### src/game_pkg.sv
package game_pkg;

    // SDRAM side widths
    typedef logic [21:0] sdram_addr_t;
    typedef logic [15:0] word_t;
    typedef logic [ 1:0] bank_t;

    // Byte address from the ROM download
    typedef logic [24:0] ioctl_addr_t;

    // Download regions, in bytes
    // Bytes below BA1_START go to bank 0, then bank 1 up to BA2_START
    localparam ioctl_addr_t BA1_START = 25'h000_0100;
    localparam ioctl_addr_t BA2_START = 25'h000_0200;

    // 96 MHz enable counter
    localparam int CEN_PERIOD = 24;
    localparam int CEN_W      = $clog2(CEN_PERIOD);

    // Counter steps between pulses: 16, 8 and 12 MHz
    localparam int PXL2_DIV = 6;
    localparam int PXL_DIV  = 12;
    localparam int CPU_DIV  = 8;

    typedef logic [CEN_W-1:0] cen_cnt_t;

    // ROM slot request sequence
    typedef enum logic [1:0] {
        SLOT_IDLE,
        SLOT_REQ,
        SLOT_WAIT,
        SLOT_DONE
    } slot_state_t;

endpackage

### src/game_cen.sv
`timescale 1ns/1ps

module game_cen import game_pkg::*; (
    input  logic clk,       // 96 MHz
    input  logic arst_n,
    output logic pxl2_cen,  // 16 MHz
    output logic pxl_cen,   //  8 MHz
    output logic cpu_cen    // 12 MHz
);

    cen_cnt_t cnt;

    always_ff @(posedge clk or negedge arst_n) begin
        if (!arst_n) begin
            cnt <= '0;
        end else if (cnt == cen_cnt_t'(CEN_PERIOD - 1)) begin
            cnt <= '0;
        end else begin
            cnt <= cnt + 1'b1;
        end
    end

    // Decode of the current count is registered, so count 0 right after
    // reset gives all three pulses on the first cycle out of reset
    always_ff @(posedge clk or negedge arst_n) begin
        if (!arst_n) begin
            pxl2_cen <= 1'b0;
            pxl_cen  <= 1'b0;
            cpu_cen  <= 1'b0;
        end else begin
            pxl2_cen <= (cnt % PXL2_DIV) == 0;
            pxl_cen  <= (cnt % PXL_DIV) == 0;
            cpu_cen  <= (cnt % CPU_DIV) == 0;
        end
    end

    // Pixel enable must stay aligned to the double rate one
    a_pxl_in_pxl2: assert property (
        @(posedge clk) disable iff (!arst_n)
        pxl_cen |-> pxl2_cen
    ) else $error("pxl_cen without pxl2_cen");

endmodule

### src/game_prog.sv
`timescale 1ns/1ps

module game_prog import game_pkg::*; (
    input  logic        clk,
    input  logic        arst_n,
    input  logic        downloading,
    input  ioctl_addr_t ioctl_addr,
    input  logic [ 7:0] ioctl_data,
    input  logic        ioctl_wr,
    input  logic        ba0_rdy,
    output logic        dwnld_busy,
    output sdram_addr_t prog_addr,
    output word_t       prog_data,
    output logic [ 1:0] prog_mask,
    output bank_t       prog_ba,
    output logic        prog_we,
    output logic        ba0_wr,
    output sdram_addr_t ba0_addr,
    output word_t       ba0_din
);

    logic        even_wr;
    logic        odd_wr;
    logic        have_even;
    logic [ 7:0] even_byte;
    bank_t       map_ba;
    ioctl_addr_t map_offset;

    assign even_wr = downloading && ioctl_wr && !ioctl_addr[0];
    assign odd_wr  = downloading && ioctl_wr &&  ioctl_addr[0];

    // Region lookup on the incoming byte address
    always_comb begin
        if (ioctl_addr < BA1_START) begin
            map_ba     = 2'd0;
            map_offset = ioctl_addr;
        end else if (ioctl_addr < BA2_START) begin
            map_ba     = 2'd1;
            map_offset = ioctl_addr - BA1_START;
        end else begin
            map_ba     = 2'd2;
            map_offset = ioctl_addr - BA2_START;
        end
    end

    always_ff @(posedge clk or negedge arst_n) begin
        if (!arst_n) begin
            dwnld_busy <= 1'b0;
            prog_we    <= 1'b0;
            ba0_wr     <= 1'b0;
            have_even  <= 1'b0;
        end else begin
            dwnld_busy <= downloading;
            prog_we    <= odd_wr;
            if (even_wr) begin
                have_even <= 1'b1;
            end else if (odd_wr || !downloading) begin
                have_even <= 1'b0;
            end
            // Write request stays up until the bank reports it done
            if (odd_wr) begin
                ba0_wr <= 1'b1;
            end else if (ba0_rdy) begin
                ba0_wr <= 1'b0;
            end
        end
    end

    always_ff @(posedge clk) begin
        if (even_wr) begin
            even_byte <= ioctl_data;
        end
        if (odd_wr) begin
            prog_data <= {ioctl_data, have_even ? even_byte : 8'h00};
            prog_addr <= map_offset[22:1];
            prog_ba   <= map_ba;
        end
    end

    // Whole words only
    assign prog_mask = 2'b00;
    assign ba0_addr  = prog_addr;
    assign ba0_din   = prog_data;

    // A new word must not overwrite one the bank has not taken yet
    a_no_overrun: assert property (
        @(posedge clk) disable iff (!arst_n)
        prog_we |-> !($past(ba0_wr) && !$past(ba0_rdy))
    ) else $error("prog_we while ba0_wr still pending");

endmodule

### src/game_rom_slot.sv
`timescale 1ns/1ps

module game_rom_slot import game_pkg::*; (
    input  logic        clk,
    input  logic        arst_n,
    input  logic        dwnld_busy,
    input  logic        cs,
    input  sdram_addr_t addr,
    output word_t       data,
    output logic        ok,
    output sdram_addr_t ba_addr,
    output logic        ba_rd,
    input  logic        ba_ack,
    input  logic        ba_rdy,
    input  word_t       data_read
);

    slot_state_t state;
    logic        rd_req;
    logic        cache_valid;
    sdram_addr_t cache_addr;
    word_t       cache_data;
    logic        hit;
    logic        accept;
    logic        start_rd;
    logic        capture;
    logic        serve;

    always_comb begin
        hit      = cs && cache_valid && (addr == cache_addr);
        accept   = (state == SLOT_IDLE) || (state == SLOT_DONE);
        start_rd = accept && cs && !dwnld_busy && !hit;
        capture  = (state == SLOT_WAIT) && ba_rdy;
        // Requester still wants the word that is arriving
        serve    = cs && (addr == ba_addr) && !dwnld_busy;
    end

    always_ff @(posedge clk or negedge arst_n) begin
        if (!arst_n) begin
            state       <= SLOT_IDLE;
            rd_req      <= 1'b0;
            ok          <= 1'b0;
            cache_valid <= 1'b0;
        end else begin
            case (state)
                SLOT_IDLE, SLOT_DONE: begin
                    if (!cs || dwnld_busy) begin
                        ok    <= 1'b0;
                        state <= SLOT_IDLE;
                    end else if (hit) begin
                        ok    <= 1'b1;
                        state <= SLOT_DONE;
                    end else begin
                        ok     <= 1'b0;
                        rd_req <= 1'b1;
                        state  <= SLOT_REQ;
                    end
                end
                SLOT_REQ: begin
                    // Download takes the bank, drop the request
                    if (dwnld_busy) begin
                        rd_req <= 1'b0;
                        state  <= SLOT_IDLE;
                    end else if (ba_ack) begin
                        rd_req <= 1'b0;
                        state  <= SLOT_WAIT;
                    end
                end
                SLOT_WAIT: begin
                    if (ba_rdy) begin
                        cache_valid <= 1'b1;
                        ok          <= serve;
                        state       <= serve ? SLOT_DONE : SLOT_IDLE;
                    end
                end
                default: begin
                    state <= SLOT_IDLE;
                end
            endcase
            // ROM contents are being replaced
            if (dwnld_busy) begin
                cache_valid <= 1'b0;
            end
        end
    end

    always_ff @(posedge clk) begin
        if (start_rd) begin
            ba_addr <= addr;
        end
        if (capture) begin
            cache_addr <= ba_addr;
            cache_data <= data_read;
        end
    end

    assign data  = cache_data;
    assign ba_rd = rd_req && !dwnld_busy;

    // A read in flight is abandoned the cycle after a download begins
    a_rd_drops_on_dwnld: assert property (
        @(posedge clk) disable iff (!arst_n)
        dwnld_busy |=> !rd_req
    ) else $error("bank read still requested during download");

    a_ok_needs_cs: assert property (
        @(posedge clk) disable iff (!arst_n)
        $rose(ok) |-> $past(cs)
    ) else $error("ok rose without cs");

endmodule

### src/game_top.sv
`timescale 1ns/1ps

module game_top import game_pkg::*; (
    input  logic        clk,        // 96 MHz
    input  logic        arst_n,
    output logic        pxl2_cen,
    output logic        pxl_cen,
    output logic        cpu_cen,
    // ROM download
    input  logic        downloading,
    input  ioctl_addr_t ioctl_addr,
    input  logic [ 7:0] ioctl_data,
    input  logic        ioctl_wr,
    output sdram_addr_t prog_addr,
    output word_t       prog_data,
    output logic [ 1:0] prog_mask,
    output bank_t       prog_ba,
    output logic        prog_we,
    output logic        dwnld_busy,
    // Bank 0, write only here
    output logic        ba0_wr,
    output sdram_addr_t ba0_addr,
    output word_t       ba0_din,
    input  logic        ba0_rdy,
    // Main CPU ROM client
    input  logic        main_rom_cs,
    input  sdram_addr_t main_rom_addr,
    output word_t       main_rom_data,
    output logic        main_rom_ok,
    // Graphics ROM client
    input  logic        gfx_rom_cs,
    input  sdram_addr_t gfx_rom_addr,
    output word_t       gfx_rom_data,
    output logic        gfx_rom_ok,
    // Bank 1 read
    output sdram_addr_t ba1_addr,
    output logic        ba1_rd,
    input  logic        ba1_ack,
    input  logic        ba1_rdy,
    // Bank 2 read
    output sdram_addr_t ba2_addr,
    output logic        ba2_rd,
    input  logic        ba2_ack,
    input  logic        ba2_rdy,
    input  word_t       data_read
);

    game_cen u_cen (
        .clk        ( clk           ),
        .arst_n     ( arst_n        ),
        .pxl2_cen   ( pxl2_cen      ),
        .pxl_cen    ( pxl_cen       ),
        .cpu_cen    ( cpu_cen       )
    );

    game_prog u_prog (
        .clk        ( clk           ),
        .arst_n     ( arst_n        ),
        .downloading( downloading   ),
        .ioctl_addr ( ioctl_addr    ),
        .ioctl_data ( ioctl_data    ),
        .ioctl_wr   ( ioctl_wr      ),
        .ba0_rdy    ( ba0_rdy       ),
        .dwnld_busy ( dwnld_busy    ),
        .prog_addr  ( prog_addr     ),
        .prog_data  ( prog_data     ),
        .prog_mask  ( prog_mask     ),
        .prog_ba    ( prog_ba       ),
        .prog_we    ( prog_we       ),
        .ba0_wr     ( ba0_wr        ),
        .ba0_addr   ( ba0_addr      ),
        .ba0_din    ( ba0_din       )
    );

    // Main CPU code sits in bank 1
    game_rom_slot u_main_rom (
        .clk        ( clk           ),
        .arst_n     ( arst_n        ),
        .dwnld_busy ( dwnld_busy    ),
        .cs         ( main_rom_cs   ),
        .addr       ( main_rom_addr ),
        .data       ( main_rom_data ),
        .ok         ( main_rom_ok   ),
        .ba_addr    ( ba1_addr      ),
        .ba_rd      ( ba1_rd        ),
        .ba_ack     ( ba1_ack       ),
        .ba_rdy     ( ba1_rdy       ),
        .data_read  ( data_read     )
    );

    // Tiles and sprites in bank 2
    game_rom_slot u_gfx_rom (
        .clk        ( clk           ),
        .arst_n     ( arst_n        ),
        .dwnld_busy ( dwnld_busy    ),
        .cs         ( gfx_rom_cs    ),
        .addr       ( gfx_rom_addr  ),
        .data       ( gfx_rom_data  ),
        .ok         ( gfx_rom_ok    ),
        .ba_addr    ( ba2_addr      ),
        .ba_rd      ( ba2_rd        ),
        .ba_ack     ( ba2_ack       ),
        .ba_rdy     ( ba2_rdy       ),
        .data_read  ( data_read     )
    );

endmodule

### config.mk
export PLATFORM = sky130hd
export DESIGN_NAME = game_top
export DESIGN_NICKNAME = d
export VERILOG_FILES = /design/src/game_pkg.sv /design/src/game_cen.sv /design/src/game_prog.sv /design/src/game_rom_slot.sv /design/src/game_top.sv
export SDC_FILE = /design/constraint.sdc
export NUM_CORES = 1
export LEC_CHECK = 0
export BUFFER_PORTS_ARGS = -buffer_cell sky130_fd_sc_hd__clkbuf_2
export CAP_MARGIN = 20
export CORE_MARGIN = 4
export CORE_UTILIZATION = 45
export DETAILED_ROUTE_END_ITERATION = 8
export PLACE_DENSITY = 0.78
export SLEW_MARGIN = 15
export SYNTH_ARGS = -nofsm -noshare
export SYNTH_HDL_FRONTEND = slang
export SYNTH_SLANG_ARGS = --single-unit
export TNS_END_PERCENT = 10
### constraint.sdc
create_clock -name clk -period 3.53 [get_ports clk]
set_input_delay 1.059 -clock clk [delete_from_list [all_inputs] [get_ports clk]]
set_output_delay 1.059 -clock clk [all_outputs]
set_load 0.02 [all_outputs]
# == Word level (Yosys, flattened, before mapping) ==
# Index checks and enable logic that the tools add are counted.
# Widths: inputs -> output; s select.
# word_totals
ramBits,0
latch_bits,0
romBits,0
n_memories,0
regBits,190
# op_classes
add_sub_neg,3
shifts,0
n_reduce_logical,58
n_div,2
muxes,46
n_eq_ne,19
order_cmp,2
n_bitwise,0
multipliers,0
# ops
op,n
$logic_not 32->1,3
$eq 22x22->1,4
$mux 23,2
$mod 5x3->32 const B,1
$mod 5x4->32 const B,1
$mux 2,13
$lt 25x10->1 const B,1
$lt 25x9->1 const B,1
$mux 1,24
$sub 23x10->23 const B,1
$sub 23x9->23 const B,1
$logic_and 1x1->1,21
$reduce_bool 2->1,10
$ne 2x2->1 const B,6
$pmux 2 s3,2
$reduce_and 2->1,6
$eq 2x2->1 const B,4
$pmux 1 s2,4
$reduce_and 4->1,2
$logic_not 1->1,7
$ne 3x3->1 const B,2
$add 5x1->5 const B,1
$eq 5x5->1 const B,1
$logic_or 1x1->1,5
4 further kinds,7

# == Depth between registers and ports, before layout ==
# depth
ltp_word,6
mapped_depth,11
depth_no_buf,9

# == By module ==
# A second synthesis with hierarchy kept.
# unflattened
hier_cells,555
hier_area_um2,8298.0
# modules_own_cells
mod,cells_per_inst,n_inst,area_per_inst_um2,seq_area_each_um2
game_rom_slot,166,2,2680.1,1926.8
game_prog,175,1,2453.6,1541.5
game_cen,48,1,484.2,200.2

# == Worst setup path after synthesis ==
# Ideal clock, no wire load.
# synth_path
path_type,input to register
from,input port ba2_rdy
to,register u_gfx_rom.ok
arrival_time_ns,3.167
cell_stages,5
n_path_buf,0
required_time_ns,3.396
path_slack_ns,0.229
cell_sequence,inv_1 -> nor2_1 -> a21oi_1 -> a21oi_1 -> a22oi_1
# synth_via
elab_chain_len,2
# synth_lines
element,line_no,source
start: declaration,game_top.sv:44,"input logic ba2_rdy,"
$ne 2x2->1 (no source line),n/a,
$reduce_and 2->1 (no source line),n/a,
end signal: assignment,game_rom_slot.sv:72,ok <= serve;
end: declaration,game_rom_slot.sv:10,"output logic ok,"
# Every way passes these cells.
# A chain may end at the register's enable or synchronous reset.

# == Final worst setup path ==
# layout_path
from,input port ioctl_addr[9]
to,register u_prog.prog_addr[14] (netlist: u_prog.ba0_addr[14]) (data pin)
# layout_via
elab_chain_len,3
elab_cells_between_ends,6
# layout_lines
element,line_no,source
start: declaration,game_top.sv:11,"input ioctl_addr_t ioctl_addr,"
$sub 23x10->23 (tied with other cells),game_prog.sv:42,map_offset = ioctl_addr - BA2_START;
$mux 23,game_prog.sv:37,end else if (ioctl_addr < BA2_START) begin
$mux 23 (*),game_prog.sv:34,if (ioctl_addr < BA1_START) begin
net u_prog.map_offset[15],game_prog.sv:27,ioctl_addr_t map_offset;
end signal: assignment,game_prog.sv:75,prog_addr <= map_offset[22:1];
end: declaration,game_prog.sv:12,"output sdram_addr_t prog_addr,"
# Mark *: on every way through the listed nets, which the timed path passes. The rest lies on a longest branch.

==> results.tsv <==
stage	metric	value	unit
yosys	netlist_instances	574	
yosys	yosys.area_share.simple	10.5	%
layout	post-route-util	57.0	%
cts	cts_hold_buf	0	
power_and_ir_drop	intPower	4.13	mW
global_route	grtUsageTotal	18.5	%
cts	cts-htree-levels	4	
floorplanning	coreArea	18000	µm²
critical_path	end_kind	flip-flop	
detailed_routing	ant_nets	0	
critical_path	timing.rr.end	u_cen.pxl2_cen	
yosys	synth_edf_count	168	
layout	fillers	1446	
detailed_routing	drtIter0Drc	397	
yosys	syn-cell-area	8260	µm²
layout	diodes	0	
placement	port_buffers	267	
yosys	synth_fa_ha_area_share	1.67	%
global_route	grt_max_degree	32	
floorplanning	core.rowCount	49	
yosys	ys_warn_count	0	
yosys	synthXorXnorAreaFrac	10.3	%
detailed_routing	wl	19600	µm
power_and_ir_drop	pwr-share-clk	36.3	%
yosys	synth_ff_type	edfxtp_1	
detailed_routing	routedWlPerCell	18.5	µm
critical_path	path_class	input port to flip-flop	
yosys	synth.area.mux_share	0.894	%
timing	clock_skew	11.8	ps
worst_hold_path	hp-class	flip-flop to flip-flop	
critical_path	rr_worst_depth	9	
timing	min_period	2720	ps
global_route	grt_pass1_vias	5427	
cts	path_clk_slew	70	ps
yosys	async_flop_share	11.6	%
cts	clockRootBuffer	clkbuf_16	
cts	post_cts_resize_count	0	
yosys	synth_compound_area_share	3.89	%
worst_hold_path	hold_end	u_prog.ba0_wr	
critical_path	crit_fanout	7	
timing	hold_violations	0	
cts	cts_setup_buffers	0	
yosys	ys_ff_latch	190	
cts	clk_latency	430	ps
run_status	status	finished, final reports clean	
critical_path	regToRegStartpoint	u_cen.cnt[4]	
power_and_ir_drop	ir_worst_vdd	0.320	mV
timing	relSlewSlack	44.0	%
detailed_routing	drcViolationCount	0	
timing	setup_tns	0	ps
power_and_ir_drop	p_sw_share	27.5	%
floorplanning	die_y	143	µm
power_and_ir_drop	powerDensity	554	nW/µm²
worst_hold_path	hold_start	u_prog.ba0_wr	
yosys	avgSynthCellArea	14.4	µm²
placement	gp_congestion	0.842	
worst_hold_path	whs_path_depth	1	
floorplanning	die_width	143	µm
detailed_routing	vias	5491	
layout	final_common_cell	clkbuf_2	
detailed_routing	firstDrtPassIters	5	
layout	nNetsFinal	935	
power_and_ir_drop	pwr-share-seq	48.8	%
timing	min_period_over_period	77.1	%
yosys	synth_top_family_by_area	simple AND/OR/NAND/NOR gates	
yosys	synth-seq-area-share	67.8	%
floorplanning	initial_core_util	45.8	%
job	maxCapViolCount	0	
floorplanning	num_io_pins	270	
timing	rsz0062_at_grt	no	
cts	cts_tree	built	
timing	max_freq	0.367	GHz
yosys	synth.distinct_cells	52	
power_and_ir_drop	p_comb_share	14.9	%
critical_path	cp_data_arrival_time	2900	ps
global_route	grt.overflow.total	0	
timing	setup_viol_count_final	0	
cts	cts_buffer_depth	2	
layout	drive_gt1_share	37.8	%
layout	area_growth	24.5	%
layout	final_cell_mix	clkbuf_2 (267), edfxtp_1 (168), xnor2_1 (56)	
global_route	antenna_found_initial	0	
cts	numCtsBuffers	17	
timing	slew_viol_final	0	
floorplanning	fp.dieArea	20600	µm²
critical_path	cp-start-kind	input port	
placement	dp_hpwl	14700	µm
cts	cts_sinks	190	
power_and_ir_drop	netSwitchingPower	1.57	mW
power_and_ir_drop	leakage	4.10	nW
global_route	grt_pass1_wl	29200	µm
detailed_routing	via_per_inst	5.17	
timing	worst_pin_slew	837	ps
critical_path	r2r_slack	1010	ps
critical_path	critPathRequiredTime	3710	ps
-- power by group through the flow --
stage | Clock (mW) | Combinational [mW] | Sequential, mW
after floorplan | 0 | 0.404 | 2.93
after global placement | 0 | 0.830 | 2.82
after detailed placement | 0 | 0.848 | 2.83
after CTS | 2.11 | 0.853 | 2.78
after global routing | 2.22 | 0.918 | 2.80
final | 2.07 | 0.850 | 2.78
-- worst max-delay path by stage --
stage | start | to
final | ioctl_addr[9] | u_prog.ba0_addr[14]
after global routing | ioctl_addr[9] | u_prog.ba0_addr[13]
after CTS | ioctl_addr[9] | u_prog.ba0_addr[14]
after detailed placement | ioctl_addr[9] | u_prog.ba0_addr[14]
after global placement | ioctl_addr[9] | u_prog.ba0_addr[14]
after floorplan | ba2_rdy | u_gfx_rom.ok
-- cells by family after synthesis --
group | after synthesis
buf+inv | 68
xor+xnor | 97
mux | 6
compound gates | 47
other cells | 1
simple gates | 154
flops | 190
fa+ha+maj | 11
-- registers in the layout (all words and copies together) (netlist names), 2 cells and up --
register and flops:
u_main_rom.data 16, u_prog.prog_ba 2, u_prog.ba0_addr 22, u_cen.cnt 5, u_prog.ba0_din 16, u_main_rom.state 2, u_gfx_rom.state 2, u_gfx_rom.data 16
u_main_rom.ba_addr 22, u_prog.even_byte 8, u_main_rom.cache_addr 22, u_gfx_rom.cache_addr 22, u_gfx_rom.ba_addr 22
-- per-stage QoR --
| step | cells | hold WS, ps | power (mW) | area (µm²) | setup slack (ps) |
|---|---|---|---|---|---|
| floorplan | 575 | 464 | 3.34 | 8260 | 229 |
| global placement | 1029 | 466 | 3.65 | 9630 | 474 |
| detailed placement | 1029 | 473 | 3.68 | 9630 | 384 |
| CTS | 1061 | 490 | 5.75 | 10300 | 855 |
| global route | 1062 | 519 | 5.94 | 10300 | 710 |
| finish | 1062 | 490 | 5.70 | 10300 | 808 |
-- cells in the mapped netlist (all sizes together) (4+ instances only) --
cell type  number  area (µm²)
a211oi          6        45.0
clkbuf          6        23.8
nand3b          5        37.5
nor2b           6        37.5
nand2b          4        25.0
dfrtp          22         551
nor3           10        50.1
xnor2          56         490
mux2i           5        62.6
and2           12        75.1
or4            10        78.8
a21oi           7        35.0
inv            21        78.8
buf            41         308
nor4           20         131
nand2          24        90.1
nor2           25        93.8
ha             11         138
nand4          14        87.6
xor2           41         359
o21ai          11        55.1
edfxtp        168        5040
nand3          11        55.1
-- critical path, cell delays in order --
cell      delay [ps]
clkbuf_2         120
inv_1            100
ha_1             250
nor3b_1          160
and4_1           300
inv_1            150
nand3_1          170
or4_1            450
xnor2_1          150
-- layer usage --
metal | global-route usage [%] | vias to the layer above | part of all wire [%]
li1 | - | 2567 | -
met1 | 23.5 | 2616 | 40
met2 | 31.2 | 285 | 49
met3 | 5.06 | 23 | 8.7
met4 | 5.55 | 0 | 1.4
met5 | 0 | - | 0
-- final cells by class --
type                    count  area, µm²  share of cell area (%)
clock inverters            15        219                    2.13
multi-input cells         317       2270                    22.0
repair buffers            273       1410                    13.7
clock buffers              17        425                    4.14
inverters                  21       78.8                   0.767
well taps                 229        287                    2.79
flip-flops and latches    190       5600                    54.4
Power figures use the tool's default switching activity.
